### src/source/td_macros.svh
// widths and constants for the time distribution receiver, included by every RTL file
`ifndef TD_MACROS_SVH
`define TD_MACROS_SVH

// serial framing
`define TD_WORD_W 16
`define TD_SDI_PIPELINE 2

// time-of-day and relative timestamp fields
`define TOD_S_W 48
`define TOD_NS_W 30
`define REL_NS_W 32
`define TS_FNS_W 16
`define TS_TAG_W 8

// word 0 bit that swaps current and alternate
`define TD_SEL_BIT 9

`endif

### src/source/td_pkg.sv
// shared types of the time distribution receiver, imported by the control and bank blocks
package td_pkg;

    // framing states of the serial receiver
    typedef enum logic [1:0] {
        TD_IDLE,
        TD_DATA,
        TD_LINK
    } td_state_e;

    // message type from word 0 bits 3:0
    typedef enum logic [3:0] {
        // words 3..5 are current seconds
        TD_MSG_CUR_S   = 4'd0,
        // words 1..2 are current offset
        TD_MSG_CUR_OFS = 4'd1,
        // offset in words 1..2, seconds in words 3..5
        TD_MSG_ALT     = 4'd2
    } td_msg_e;

endpackage

### src/source/td_rx_shift.sv
// serial input retiming and deserializer, holds each received word until the next capture
`timescale 1ns/1ps
`include "td_macros.svh"

module td_rx_shift (
    input  logic                  clk,
    input  logic                  rst,
    input  logic                  sdi,
    input  logic                  capture,
    output logic                  sdi_bit,
    output logic [`TD_WORD_W-1:0] shift_bits,
    output logic [`TD_WORD_W-1:0] word
);

    logic [`TD_SDI_PIPELINE-1:0] sdi_pipe;

    // retiming chain, line idles high
    always_ff @(posedge clk) begin
        if (rst) begin
            sdi_pipe <= '1;
        end else begin
            sdi_pipe[0] <= sdi;
            for (int i = 1; i < `TD_SDI_PIPELINE; i++) begin
                sdi_pipe[i] <= sdi_pipe[i-1];
            end
        end
    end

    assign sdi_bit = sdi_pipe[`TD_SDI_PIPELINE-1];

    // lsb first, new bit enters at the top
    always_ff @(posedge clk) begin
        shift_bits <= {sdi_bit, shift_bits[`TD_WORD_W-1:1]};
    end

    always_ff @(posedge clk) begin
        if (capture) begin
            word <= shift_bits;
        end
    end

endmodule

### src/source/td_rx_ctrl.sv
// framing control for the serial link, finds word boundaries and tags words with index and type
`timescale 1ns/1ps
`include "td_macros.svh"

module td_rx_ctrl (
    input  logic                  clk,
    input  logic                  rst,
    input  logic                  sdi_bit,
    input  logic [`TD_WORD_W-1:0] shift_bits,
    output logic                  capture,
    output logic                  word_valid,
    output logic [3:0]            word_index,
    output td_pkg::td_msg_e       word_msg
);

    import td_pkg::*;

    localparam int CNT_W = $clog2(`TD_WORD_W + 1);

    td_state_e        state;
    logic [CNT_W-1:0] bit_cnt;
    logic [3:0]       index;
    td_msg_e          msg;

    // link bit is on sdi_bit, all data bits are in the shifter
    assign capture = (state == TD_LINK);

    always_ff @(posedge clk) begin
        if (rst) begin
            state      <= TD_IDLE;
            bit_cnt    <= '0;
            index      <= '0;
            msg        <= TD_MSG_CUR_S;
            word_valid <= 1'b0;
            word_index <= '0;
            word_msg   <= TD_MSG_CUR_S;
        end else begin
            word_valid <= capture;
            case (state)
                TD_IDLE: begin
                    // start bit
                    if (!sdi_bit) begin
                        state   <= TD_DATA;
                        bit_cnt <= CNT_W'(`TD_WORD_W);
                    end
                end
                TD_DATA: begin
                    bit_cnt <= bit_cnt - 1'b1;
                    if (bit_cnt == CNT_W'(1)) begin
                        state <= TD_LINK;
                    end
                end
                TD_LINK: begin
                    word_index <= index;
                    if (index == 4'd0) begin
                        // type comes with word 0 itself
                        word_msg <= td_msg_e'(shift_bits[3:0]);
                        msg      <= td_msg_e'(shift_bits[3:0]);
                    end else begin
                        word_msg <= msg;
                    end
                    if (!sdi_bit) begin
                        // link bit 0 doubles as the next start bit
                        state   <= TD_DATA;
                        bit_cnt <= CNT_W'(`TD_WORD_W);
                        index   <= index + 1'b1;
                    end else begin
                        state <= TD_IDLE;
                        index <= '0;
                    end
                end
                default: begin
                    state <= TD_IDLE;
                end
            endcase
        end
    end

endmodule

### src/source/td_tod_bank.sv
// current and alternate time-of-day registers, written in 16-bit slices from decoded link words
`timescale 1ns/1ps
`include "td_macros.svh"

module td_tod_bank (
    input  logic                  clk,
    input  logic                  rst,
    input  logic                  word_valid,
    input  logic [3:0]            word_index,
    input  td_pkg::td_msg_e       word_msg,
    input  logic [`TD_WORD_W-1:0] word,
    output logic [`TOD_S_W-1:0]   sec0,
    output logic [`TOD_S_W-1:0]   sec1,
    output logic [`REL_NS_W-1:0]  ofs0,
    output logic [`REL_NS_W-1:0]  ofs1
);

    import td_pkg::*;

    logic       sel;
    logic       tgt;
    logic       ofs_wr;
    logic       sec_wr;
    logic       ofs_slot;
    logic [1:0] sec_slot;

    always_comb begin
        // current goes to set sel, alternate to the other set
        tgt = (word_msg == TD_MSG_ALT) ? ~sel : sel;

        ofs_wr = (word_msg == TD_MSG_CUR_OFS || word_msg == TD_MSG_ALT) &&
                 (word_index == 4'd1 || word_index == 4'd2);
        sec_wr = (word_msg == TD_MSG_CUR_S || word_msg == TD_MSG_ALT) &&
                 (word_index >= 4'd3 && word_index <= 4'd5);

        // low slice first
        ofs_slot = (word_index == 4'd2);
        sec_slot = 2'(word_index - 4'd3);
    end

    always_ff @(posedge clk) begin
        if (rst) begin
            sel  <= 1'b0;
            sec0 <= '0;
            sec1 <= '0;
            ofs0 <= '0;
            ofs1 <= '0;
        end else if (word_valid) begin
            if (word_index == 4'd0) begin
                sel <= word[`TD_SEL_BIT];
            end
            if (ofs_wr) begin
                if (tgt) begin
                    ofs1[ofs_slot*`TD_WORD_W +: `TD_WORD_W] <= word;
                end else begin
                    ofs0[ofs_slot*`TD_WORD_W +: `TD_WORD_W] <= word;
                end
            end
            if (sec_wr) begin
                if (tgt) begin
                    sec1[sec_slot*`TD_WORD_W +: `TD_WORD_W] <= word;
                end else begin
                    sec0[sec_slot*`TD_WORD_W +: `TD_WORD_W] <= word;
                end
            end
        end
    end

endmodule

### src/source/td_tod_rebuild.sv
// converts relative timestamps to time of day by adding both offsets and keeping the valid sum
`timescale 1ns/1ps
`include "td_macros.svh"

module td_tod_rebuild (
    input  logic                 clk,
    input  logic                 rst,
    input  logic                 ts_rel_valid,
    input  logic [`REL_NS_W-1:0] ts_rel_ns,
    input  logic [`TS_FNS_W-1:0] ts_rel_fns,
    input  logic [`TS_TAG_W-1:0] ts_rel_tag,
    input  logic [`TOD_S_W-1:0]  sec0,
    input  logic [`TOD_S_W-1:0]  sec1,
    input  logic [`REL_NS_W-1:0] ofs0,
    input  logic [`REL_NS_W-1:0] ofs1,
    output logic                 ts_tod_valid,
    output logic [`TOD_S_W-1:0]  ts_tod_s,
    output logic [`TOD_NS_W-1:0] ts_tod_ns,
    output logic [`TS_FNS_W-1:0] ts_tod_fns,
    output logic [`TS_TAG_W-1:0] ts_tod_tag
);

    logic [`TOD_NS_W:0] ns0;
    logic [`TOD_NS_W:0] ns1;
    logic               use0;

    always_comb begin
        ns0 = (`TOD_NS_W+1)'(ts_rel_ns + ofs0);
        ns1 = (`TOD_NS_W+1)'(ts_rel_ns + ofs1);
        // top two bits clear is the safe lower range, top bit set means wrapped
        use0 = (ns0[`TOD_NS_W -: 2] == 2'b00) ||
               (!ns0[`TOD_NS_W] && ns1[`TOD_NS_W -: 2] != 2'b00);
    end

    always_ff @(posedge clk) begin
        if (rst) begin
            ts_tod_valid <= 1'b0;
        end else begin
            ts_tod_valid <= ts_rel_valid;
        end
    end

    always_ff @(posedge clk) begin
        if (use0) begin
            ts_tod_s  <= sec0;
            ts_tod_ns <= ns0[`TOD_NS_W-1:0];
        end else begin
            ts_tod_s  <= sec1;
            ts_tod_ns <= ns1[`TOD_NS_W-1:0];
        end
        ts_tod_fns <= ts_rel_fns;
        ts_tod_tag <= ts_rel_tag;
    end

endmodule

### src/source/td_rel2tod.sv
// top of the time distribution receiver, decodes the serial link and rebuilds ToD timestamps
`timescale 1ns/1ps
`include "td_macros.svh"

module td_rel2tod (
    input  logic                 clk,
    input  logic                 rst,
    input  logic                 sdi,
    input  logic                 ts_rel_valid,
    input  logic [`REL_NS_W-1:0] ts_rel_ns,
    input  logic [`TS_FNS_W-1:0] ts_rel_fns,
    input  logic [`TS_TAG_W-1:0] ts_rel_tag,
    output logic                 ts_tod_valid,
    output logic [`TOD_S_W-1:0]  ts_tod_s,
    output logic [`TOD_NS_W-1:0] ts_tod_ns,
    output logic [`TS_FNS_W-1:0] ts_tod_fns,
    output logic [`TS_TAG_W-1:0] ts_tod_tag
);

    import td_pkg::*;

    logic                  sdi_bit;
    logic                  capture;
    logic [`TD_WORD_W-1:0] shift_bits;
    logic [`TD_WORD_W-1:0] word;
    logic                  word_valid;
    logic [3:0]            word_index;
    td_msg_e               word_msg;
    logic [`TOD_S_W-1:0]   sec0;
    logic [`TOD_S_W-1:0]   sec1;
    logic [`REL_NS_W-1:0]  ofs0;
    logic [`REL_NS_W-1:0]  ofs1;

    td_rx_shift i_td_rx_shift (
        .clk        (clk),
        .rst        (rst),
        .sdi        (sdi),
        .capture    (capture),
        .sdi_bit    (sdi_bit),
        .shift_bits (shift_bits),
        .word       (word)
    );

    td_rx_ctrl i_td_rx_ctrl (
        .clk        (clk),
        .rst        (rst),
        .sdi_bit    (sdi_bit),
        .shift_bits (shift_bits),
        .capture    (capture),
        .word_valid (word_valid),
        .word_index (word_index),
        .word_msg   (word_msg)
    );

    td_tod_bank i_td_tod_bank (
        .clk        (clk),
        .rst        (rst),
        .word_valid (word_valid),
        .word_index (word_index),
        .word_msg   (word_msg),
        .word       (word),
        .sec0       (sec0),
        .sec1       (sec1),
        .ofs0       (ofs0),
        .ofs1       (ofs1)
    );

    td_tod_rebuild i_td_tod_rebuild (
        .clk          (clk),
        .rst          (rst),
        .ts_rel_valid (ts_rel_valid),
        .ts_rel_ns    (ts_rel_ns),
        .ts_rel_fns   (ts_rel_fns),
        .ts_rel_tag   (ts_rel_tag),
        .sec0         (sec0),
        .sec1         (sec1),
        .ofs0         (ofs0),
        .ofs1         (ofs1),
        .ts_tod_valid (ts_tod_valid),
        .ts_tod_s     (ts_tod_s),
        .ts_tod_ns    (ts_tod_ns),
        .ts_tod_fns   (ts_tod_fns),
        .ts_tod_tag   (ts_tod_tag)
    );

endmodule

### config.mk
export PLATFORM = sky130hd
export DESIGN_NAME = td_rel2tod
export DESIGN_NICKNAME = d
export VERILOG_FILES = /design/src/source/td_pkg.sv /design/src/source/td_rx_shift.sv /design/src/source/td_rx_ctrl.sv /design/src/source/td_tod_bank.sv /design/src/source/td_tod_rebuild.sv /design/src/source/td_rel2tod.sv
export VERILOG_INCLUDE_DIRS = /design/src /design/src/source
export SDC_FILE = /design/constraint.sdc
export NUM_CORES = 1
export LEC_CHECK = 0
export BUFFER_PORTS_ARGS = -buffer_cell sky130_fd_sc_hd__buf_2
export CAP_MARGIN = 20
export CORE_MARGIN = 4
export CORE_UTILIZATION = 59
export DETAILED_ROUTE_END_ITERATION = 8
export PLACE_DENSITY_LB_ADDON = 0.25
export SYNTH_ARGS = -nofsm -noshare
export SYNTH_HDL_FRONTEND = slang
export SYNTH_HIERARCHICAL = 1
export SYNTH_SLANG_ARGS = --single-unit
### constraint.sdc
create_clock -name clk -period 4.3 [get_ports clk]
set_input_delay 0 -clock clk [delete_from_list [all_inputs] [get_ports clk]]
set_output_delay 0 -clock clk [all_outputs]
set_load 0.005 [all_outputs]
==> metrics.md, run 1 <==
| Metric | Value |
|---|---|
| Status | finished, final reports clean |
| Fill count | 1866 |
| Boundary pin count | 163 |
| Multi-input gate area | just under 8000 um2 |
| Pre-CTS setup slack | 0.715 ns |
| Crit share post-route | roughly 87% |
| Post-route setup TNS | 0 ns |
| Crit. End Element | register |
| Maximum root-to-sink buffer count | 3 |
| Share of layout cells above drive strength 1 | about a fifth |
| Final ANT Viol Nets | 0 |
| Syn_area_per_cell | 10.7 um2 |
| Leakage | 7.61 nW |
| Final Cell Area | roughly 17000 um2 |
| CTS tree | yes |
| Routed len/inst | approximately 18 um |
| Placeable Area | about 24000 um2 |
| Via density | 5.58 |
| Crit path DAT | about 4.1 ns |
| Antenna Cells | 0 |
| Die Wd | 166 um |
| Die footprint | about 28000 um2 |
| RePlAce Congestion | slightly above 0.9 |
| Initial Utilization | between 60 and 70% |
| Row cnt | 57 |
| Area of the mapped netlist | ~15000 um2 |
| Drt drc | 0 |
| Initial antenna violation count | 0 |
| Slew margin rel. | between 20% and 30% |
| Power Dens Cells | between 300 and 400 nW/um2 |
| H-tree depth | 2 |
| Crit path kind | reg -> reg |
| Placed instance area | roughly 16000 um2 |
| Final min period | around 3.7 ns |
| GRT Util Overall | around a quarter |
| Crit path cell chain | ha_1 > fa_1 > a211oi_1 > o21bai_1 > a21o_1 > a31o_2 > o211ai_2 > a21oi_1 > a311oi_1 > a31o_4 > buf_12 > mux2_2 |
| Worst hold path class | in -> reg |
| Clock root buffer | clkbuf_16 |
| Fmax | 0.268 GHz |
| Clk_lat worst skew | around 0.53 ns |
| Final core area utilization | 70.0% |
| Worst-path fanout max | 48 |
| Transition time of the tightest slew-check pin | roughly 1.1 ns |
| Synth-to-layout area growth | 16.1% |
| Register clock-pin slew on the reported worst setup and hold paths | roughly 0.060 ns |
| Routed via count | roughly 11000 |
| Post-CTS Setup Bufs | 0 |
| Critical Path RT | ~4.7 ns |
| Largest net degree at the start of global routing | between 70 and 80 |
| Startpoint class of the critical path | register |
| Total wire length | around 35 mm |
| Post_cts resized | 0 |
| DRT iter0 DRCs | 700 |
| Vias in the first global route | around 11000 |
| Total grt overflow | 0 |
| Syn. warnings | 6 |
| Post-DP HPWL | 23.5 mm |
| IO Port Bufs | roughly 160 |
| Pins Over Slew Limit | 0 |
| Fin. Hold Viols | 0 |
| Nets | 1678 |
| Global-route wire length before repair | 56.0 mm |
| CTS buffer count | 34 |
| Post-Syn Nets | ~1500 |
| Seq. cell area | 6490 um2 |
| CTS sink cnt | 316 |
| IR drop worst, VDD | 0.375 mV |
| Final WS setup | between 0.5 and 0.6 ns |
| Final setup vio count | 0 |
| Hold_ws | about 0.016 ns |
| Crit-path slowest cell | fa_1 |
| Drt pass-1 iters | 5 |
| Cell count after synthesis | approximately 1400 |
| Die height | roughly 170 um |
| RSZ-0062 raised after global routing | false |
| Clock skew | 0.0224 ns |
| MaxCap Viol Count | 0 |
| CP max stage delay | 0.44 ns |
## per-stage QoR
step	cells	power (mW)
after floorplan	1378	3.33
after global placement	1801	3.44
after detailed placement	1801	3.45
after CTS	1893	6.40
after global routing	1894	6.59
final	1894	6.35
## cell type report
| cell class | count | share of cell area [%] |
|---|---|---|
| flip-flops and latches | 316 | 38.0 |
| well taps | 324 | 2.37 |
| inverters | 14 | 0.308 |
| repair buffers | 200 | 7.05 |
| clock inverters | 18 | 1.45 |
| multi-input cells | 979 | 45.5 |
| clock buffers | 43 | 5.30 |
## state kept, by name, indices dropped and copies added, names as in the netlist
name                           count
i_td_tod_rebuild/ts_tod_valid      1
i_td_rx_ctrl/msg                   4
i_td_rx_ctrl/word_valid            1
i_td_rx_ctrl/index                 4
i_td_rx_shift/shift_bits          16
i_td_tod_rebuild/ts_tod_ns        30
i_td_tod_bank/sec0                48
i_td_rx_ctrl/state                 2
i_td_tod_bank/sec1                48
i_td_tod_rebuild/ts_tod_s         48
i_td_tod_rebuild/ts_tod_fns       16
i_td_rx_shift/word                16
i_td_rx_shift/sdi_pipe             2
i_td_tod_bank/sel                  1
i_td_rx_ctrl/word_index            4
i_td_tod_bank/ofs1                31
i_td_rx_ctrl/bit_cnt               5
i_td_tod_bank/ofs0                31
i_td_tod_rebuild/ts_tod_tag        8
## critical path: cells and delay by family (launching register included)
| family | cells | cell delay (ns) |
|---|---|---|
| fa+ha+maj | 2 | 0.66 |
| flops | 1 | 0.31 |
| mux | 1 | 0.38 |
| buf+inv | 1 | 0.28 |
| compound gates | 8 | 1.90 |
## power breakdown
group	total, mW	internal, mW	switching, mW
logic	0.388	0.188	0.200
registers	3.02	3.00	0.0198
clock network	2.94	1.71	1.23
## layout by cell type, fill, tap and decap left out, types with 4 or more instances in the layout
| cell | n |
|---|---|
| buf_4 | 7 |
| nor3_1 | 8 |
| mux2_2 | 48 |
| o21bai_1 | 11 |
| clkinv_1 | 4 |
| a31oi_1 | 10 |
| a21o_1 | 43 |
| buf_2 | 160 |
| clkinv_2 | 5 |
| clkbuf_1 | 7 |
| ha_1 | 71 |
| clkbuf_16 | 34 |
| xor2_1 | 32 |
| nand4_4 | 5 |
| nor2b_1 | 4 |
| mux2i_1 | 187 |
| o21ai_0 | 28 |
| nand3_1 | 42 |
| o21a_1 | 7 |
| nand4_1 | 10 |
| a211oi_1 | 4 |
| nand2b_1 | 188 |
| xnor2_1 | 26 |
| and3_1 | 10 |
| nor3b_1 | 5 |
| a21oi_1 | 66 |
| mux2_4 | 6 |
| nand2_1 | 49 |
| dlygate4sd3_1 | 31 |
| inv_1 | 14 |
| nor2_1 | 33 |
| edfxtp_1 | 16 |
| o211ai_1 | 4 |
| nand3b_1 | 6 |
| dfxtp_1 | 300 |
## timing repair
item	4_1_cts	5_1_grt
hold buffers	31	0
endpoints found under the hold margin	31	0
setup endpoints to repair	0	0
## per-layer routing
layer	share of wire (%)	vias up	track usage [%]	wire, um
li1	-	5224	-	-
met1	45	5010	32.2	15500
met2	47	270	41.4	16300
met3	5.0	67	4.48	1740
met4	3.0	0	7.32	1030
met5	0	-	0	0
## path summary, 6_finish.rpt
path | start | to | slack, ns | cells past startpoint
max reg2reg | i_td_tod_bank/ofs0[0] | i_td_tod_rebuild/ts_tod_s[9] | 0.57 | 12
min reg2reg | i_td_rx_shift/shift_bits[13] | i_td_rx_shift/shift_bits[12] | 0.35 | 0
min | ts_rel_ns[9] | i_td_tod_rebuild/ts_tod_ns[9] | 0.02 | 4
max | i_td_tod_bank/ofs0[0] | i_td_tod_rebuild/ts_tod_s[9] | 0.57 | 12
Power figures use the tool's default switching activity.
==> inputs of run 2 (changes only) <==
--- a/config.mk
+++ b/config.mk
@@ -9,7 +9,8 @@
 export BUFFER_PORTS_ARGS = -buffer_cell sky130_fd_sc_hd__buf_2
 export CAP_MARGIN = 20
 export CORE_MARGIN = 4
-export CORE_UTILIZATION = 59
+export CORE_UTILIZATION = 61
+export CTS_BUF_LIST = sky130_fd_sc_hd__clkbuf_4
 export DETAILED_ROUTE_END_ITERATION = 8
 export PLACE_DENSITY_LB_ADDON = 0.25
 export SYNTH_ARGS = -nofsm -noshare
==> metrics.md, run 2 (synthesis results as in run 1) <==
| Metric | Value |
|---|---|
| Crit. End Element | register |
| Final ANT Viol Nets | 0 (unchanged) |
| DRT iter0 DRCs | 694 (-0.86%) |
| Top Registers | i_td_tod_bank/sec0 x48, i_td_tod_bank/sec1 x48, i_td_tod_rebuild/ts_tod_s x48 |
| Worst-path fanout max | 6 (-88%) |
| Hold Crit Depth | 7 (+3) |
| Nets | 1785 (+6.4%) |
| Placed instance area | 15600 um2 (about the same) |
| IO Port Bufs | 161 (unchanged) |
| CP max stage delay | 0.57 ns (+0.13 ns) |
| Pins Over Slew Limit | 0 (unchanged) |
| GRT Util Overall | 27.3% (+2.8 points) |
| Initial Utilization | 62.3% (+2.0 points) |
| Die footprint | 26700 um2 (-3.1%) |
| Commonest non-fill, non-tap cell in the layout | dfxtp_1 |
| Boundary pin count | 163 (unchanged) |
| Hold Startpoint | ts_rel_ns[15] |
| Die Wd | 163 um (-1.6%) |
| CTS sink cnt | 316 (unchanged) |
| Clock skew | 0.0699 ns (+0.0475 ns) |
| Sequential Power Share | 50.3% (+2.7 points) |
| Comb power frac | 7.3% (+1.2 points) |
| Global-route wire length before repair | 58.5 mm (+4.5%) |
| Die height | 163 um (-1.6%) |
| Transition time of the tightest slew-check pin | 1.14 ns (+0.0475 ns) |
| Hold_ws | 0.239 ns (+0.223 ns) |
| Reg2Reg Depth | 13 (+1) |
| Fmax | 0.249 GHz (-7.2%) |
| Status | finished, final reports clean |
| Drt pass-1 iters | 5 (unchanged) |
| Slew margin rel. | 24.2% (-3.2 points) |
| Fin. Hold Viols | 0 (unchanged) |
| Clk_lat worst skew | 0.70 ns (+0.17 ns) |
| Crit-path slowest cell | dlygate4sd3_1 |
| Post-route setup TNS | 0 ns (unchanged) |
| Final Cell Area | 17500 um2 (+2.7%) |
| Most frequent cells in the layout | 300 x dfxtp_1, 188 x nand2b_1, 187 x mux2i_1 |
| Crit share post-route | 93.5% (+6.7 points) |
| Register clock-pin slew on the reported worst setup and hold paths | 0.06 ns (about the same) |
| Vias in the first global route | 11500 (+8.0%) |
| Clock power share | 42.5% (-3.8 points) |
| Leakage | 7.91 nW (+3.9%) |
| Worst hold path class | in -> reg |
| Share of layout cells above drive strength 1 | 22.1% (+2.9 points) |
| Crit path kind | reg -> reg |
| CP most frequent cell | dlygate4sd3_1 |
| Psw | 1.48 mW (+2.1%) |
| Sw frac | 24.7% (+1.8 points) |
| Total grt overflow | 0 (unchanged) |
| Drt drc | 0 (unchanged) |
| RR Startpoint | i_td_tod_bank/ofs0[0] |
| Row cnt | 56 (-1.8%) |
| Total wire length | 36.6 mm (+5.9%) |
| Buf/Inv on CP | 2 (+1) |
| H-tree depth | 3 (+1) |
| Final core area utilization | 74.3% (+4.3 points) |
| Largest net degree at the start of global routing | 106 (+34%) |
| Crit path DAT | 4.60 ns (+0.47 ns) |
| Worst reg2reg setup slack | 0.28 ns (-0.29 ns) |
| Final cell count without fillers | 2025 (+6.9%) |
| Capture point of the worst reg-to-reg path | i_td_tod_rebuild/ts_tod_ns[28] |
| Startpoint class of the critical path | register |
| MaxCap Viol Count | 0 (unchanged) |
| Via density | 5.58 (-0.11%) |
| Synth-to-layout area growth | 19.2% |
| CTS buffer count | 81 (+140%) |
| Initial antenna violation count | 1 (+1) |
| Overall Power | 6.01 mW (-5.4%) |
| IR drop worst, VDD | 0.370 mV (-1.3%) |
| Power Internal | 4.53 mW (-7.6%) |
| Final setup vio count | 0 (unchanged) |
| Power Dens Cells | 343 nW/um2 (-7.8%) |
| Routed len/inst | 18.1 um (-0.93%) |
| Final min period | 4.02 ns (+0.289 ns) |
| Placeable Area | 23600 um2 (-3.2%) |
| Pre-CTS setup slack | 0.723 ns (+0.00766 ns) |
| Clock root buffer | clkbuf_4 |
| RePlAce Congestion | 0.915 (about the same) |
| CTS tree | yes |
| Final WS setup | 0.281 ns (-0.289 ns) |
| Crit path cell chain | ha_1 > fa_1 > a211oi_1 > o21bai_1 > a21o_1 > a31o_2 > a21oi_2 > o21ai_0 > a221oi_2 > xor2_1 > dlygate4sd3_1 > mux2i_1 > dlygate4sd3_1 |
| Maximum root-to-sink buffer count | 3 (unchanged) |
| Critical Path RT | 4.88 ns (+0.18 ns) |
| Post-DP HPWL | 22.8 mm (-3.0%) |
| Top delay family on crit path | compound AO/OA/AOI/OAI gates |
| Placed insts | 1795 (-0.33%) |
| Routed via count | 11300 (+6.8%) |
| Worst Hold End | i_td_tod_rebuild/ts_tod_ns[17] |
| Fill count | 1631 (-13%) |
| RSZ-0062 raised after global routing | false |
## run 2: cell types whose count changed in the layout (fill, tap and decap cells not counted), moves of 7 or more
cell / previous run / this run
clkbuf_1: 7 / 0
clkbuf_16: 34 / 0
clkbuf_4: 0 / 115
clkinv_1: 4 / 12
dlygate4sd3_1: 31 / 92
## run 2: final cells by class
cell class              count  area, um2  share of cell area [%]
inverters                  14       52.6                   0.300
clock inverters            21        139                   0.792
flip-flops and latches    316       6490                    37.0
diodes                      1       2.50                  0.0143
multi-input cells         979       7780                    44.4
well taps                 319        399                    2.28
clock buffers             115        863                    4.92
repair buffers            260       1810                    10.3
## run 2: how the worst max path moves through the flow
stage,startpoint,to,slack (ns),cells past startpoint
after floorplan,i_td_tod_bank/ofs1[0],i_td_tod_rebuild/ts_tod_s[41],1.15,14
after CTS,i_td_tod_bank/ofs0[0],i_td_tod_rebuild/ts_tod_ns[28],0.21,13
final,i_td_tod_bank/ofs0[0],i_td_tod_rebuild/ts_tod_ns[28],0.28,13
after global placement,i_td_tod_bank/ofs0[0],i_td_tod_rebuild/ts_tod_s[15],0.75,12
after detailed placement,i_td_tod_bank/ofs0[0],i_td_tod_rebuild/ts_tod_s[12],0.72,12
after global routing,i_td_tod_bank/ofs0[0],i_td_tod_rebuild/ts_tod_ns[28],0.03,13
## run 2: worst reg2reg max path, cell delays in order, from the launching register on
cell and delay, ns:
dfxtp_1 0.31, ha_1 0.21, fa_1 0.44, a211oi_1 0.25, o21bai_1 0.12, a21o_1 0.26, a31o_2 0.29, a21oi_2 0.19
o21ai_0 0.21, a221oi_2 0.31, xor2_1 0.19, dlygate4sd3_1 0.57, mux2i_1 0.06, dlygate4sd3_1 0.57
## run 2: metal layers
metal	vias to the layer above	wire [um]	track usage [%]
met3	64	1820	4.62
met5	-	0	0
li1	5491	-	-
met2	332	18200	47.2
met4	0	1050	11.2
met1	5403	15600	33.9
## run 2: power groups by stage
stage	Combinational [mW]	Sequential, mW	Clock, mW
final	0.437	3.02	2.55
after global routing	0.475	3.03	2.76
after CTS	0.428	3.02	2.58
after detailed placement	0.359	3.09	0
after global placement	0.354	3.08	0
after floorplan	0.238	3.09	0
## run 2: repair_timing
item                                    4_1_cts  5_1_grt
setup buffers                                 0        0
hold endpoints to repair                     60        0
gates resized for setup                       0        2
endpoints found under the setup margin        0        1
hold buffers                                 92        0
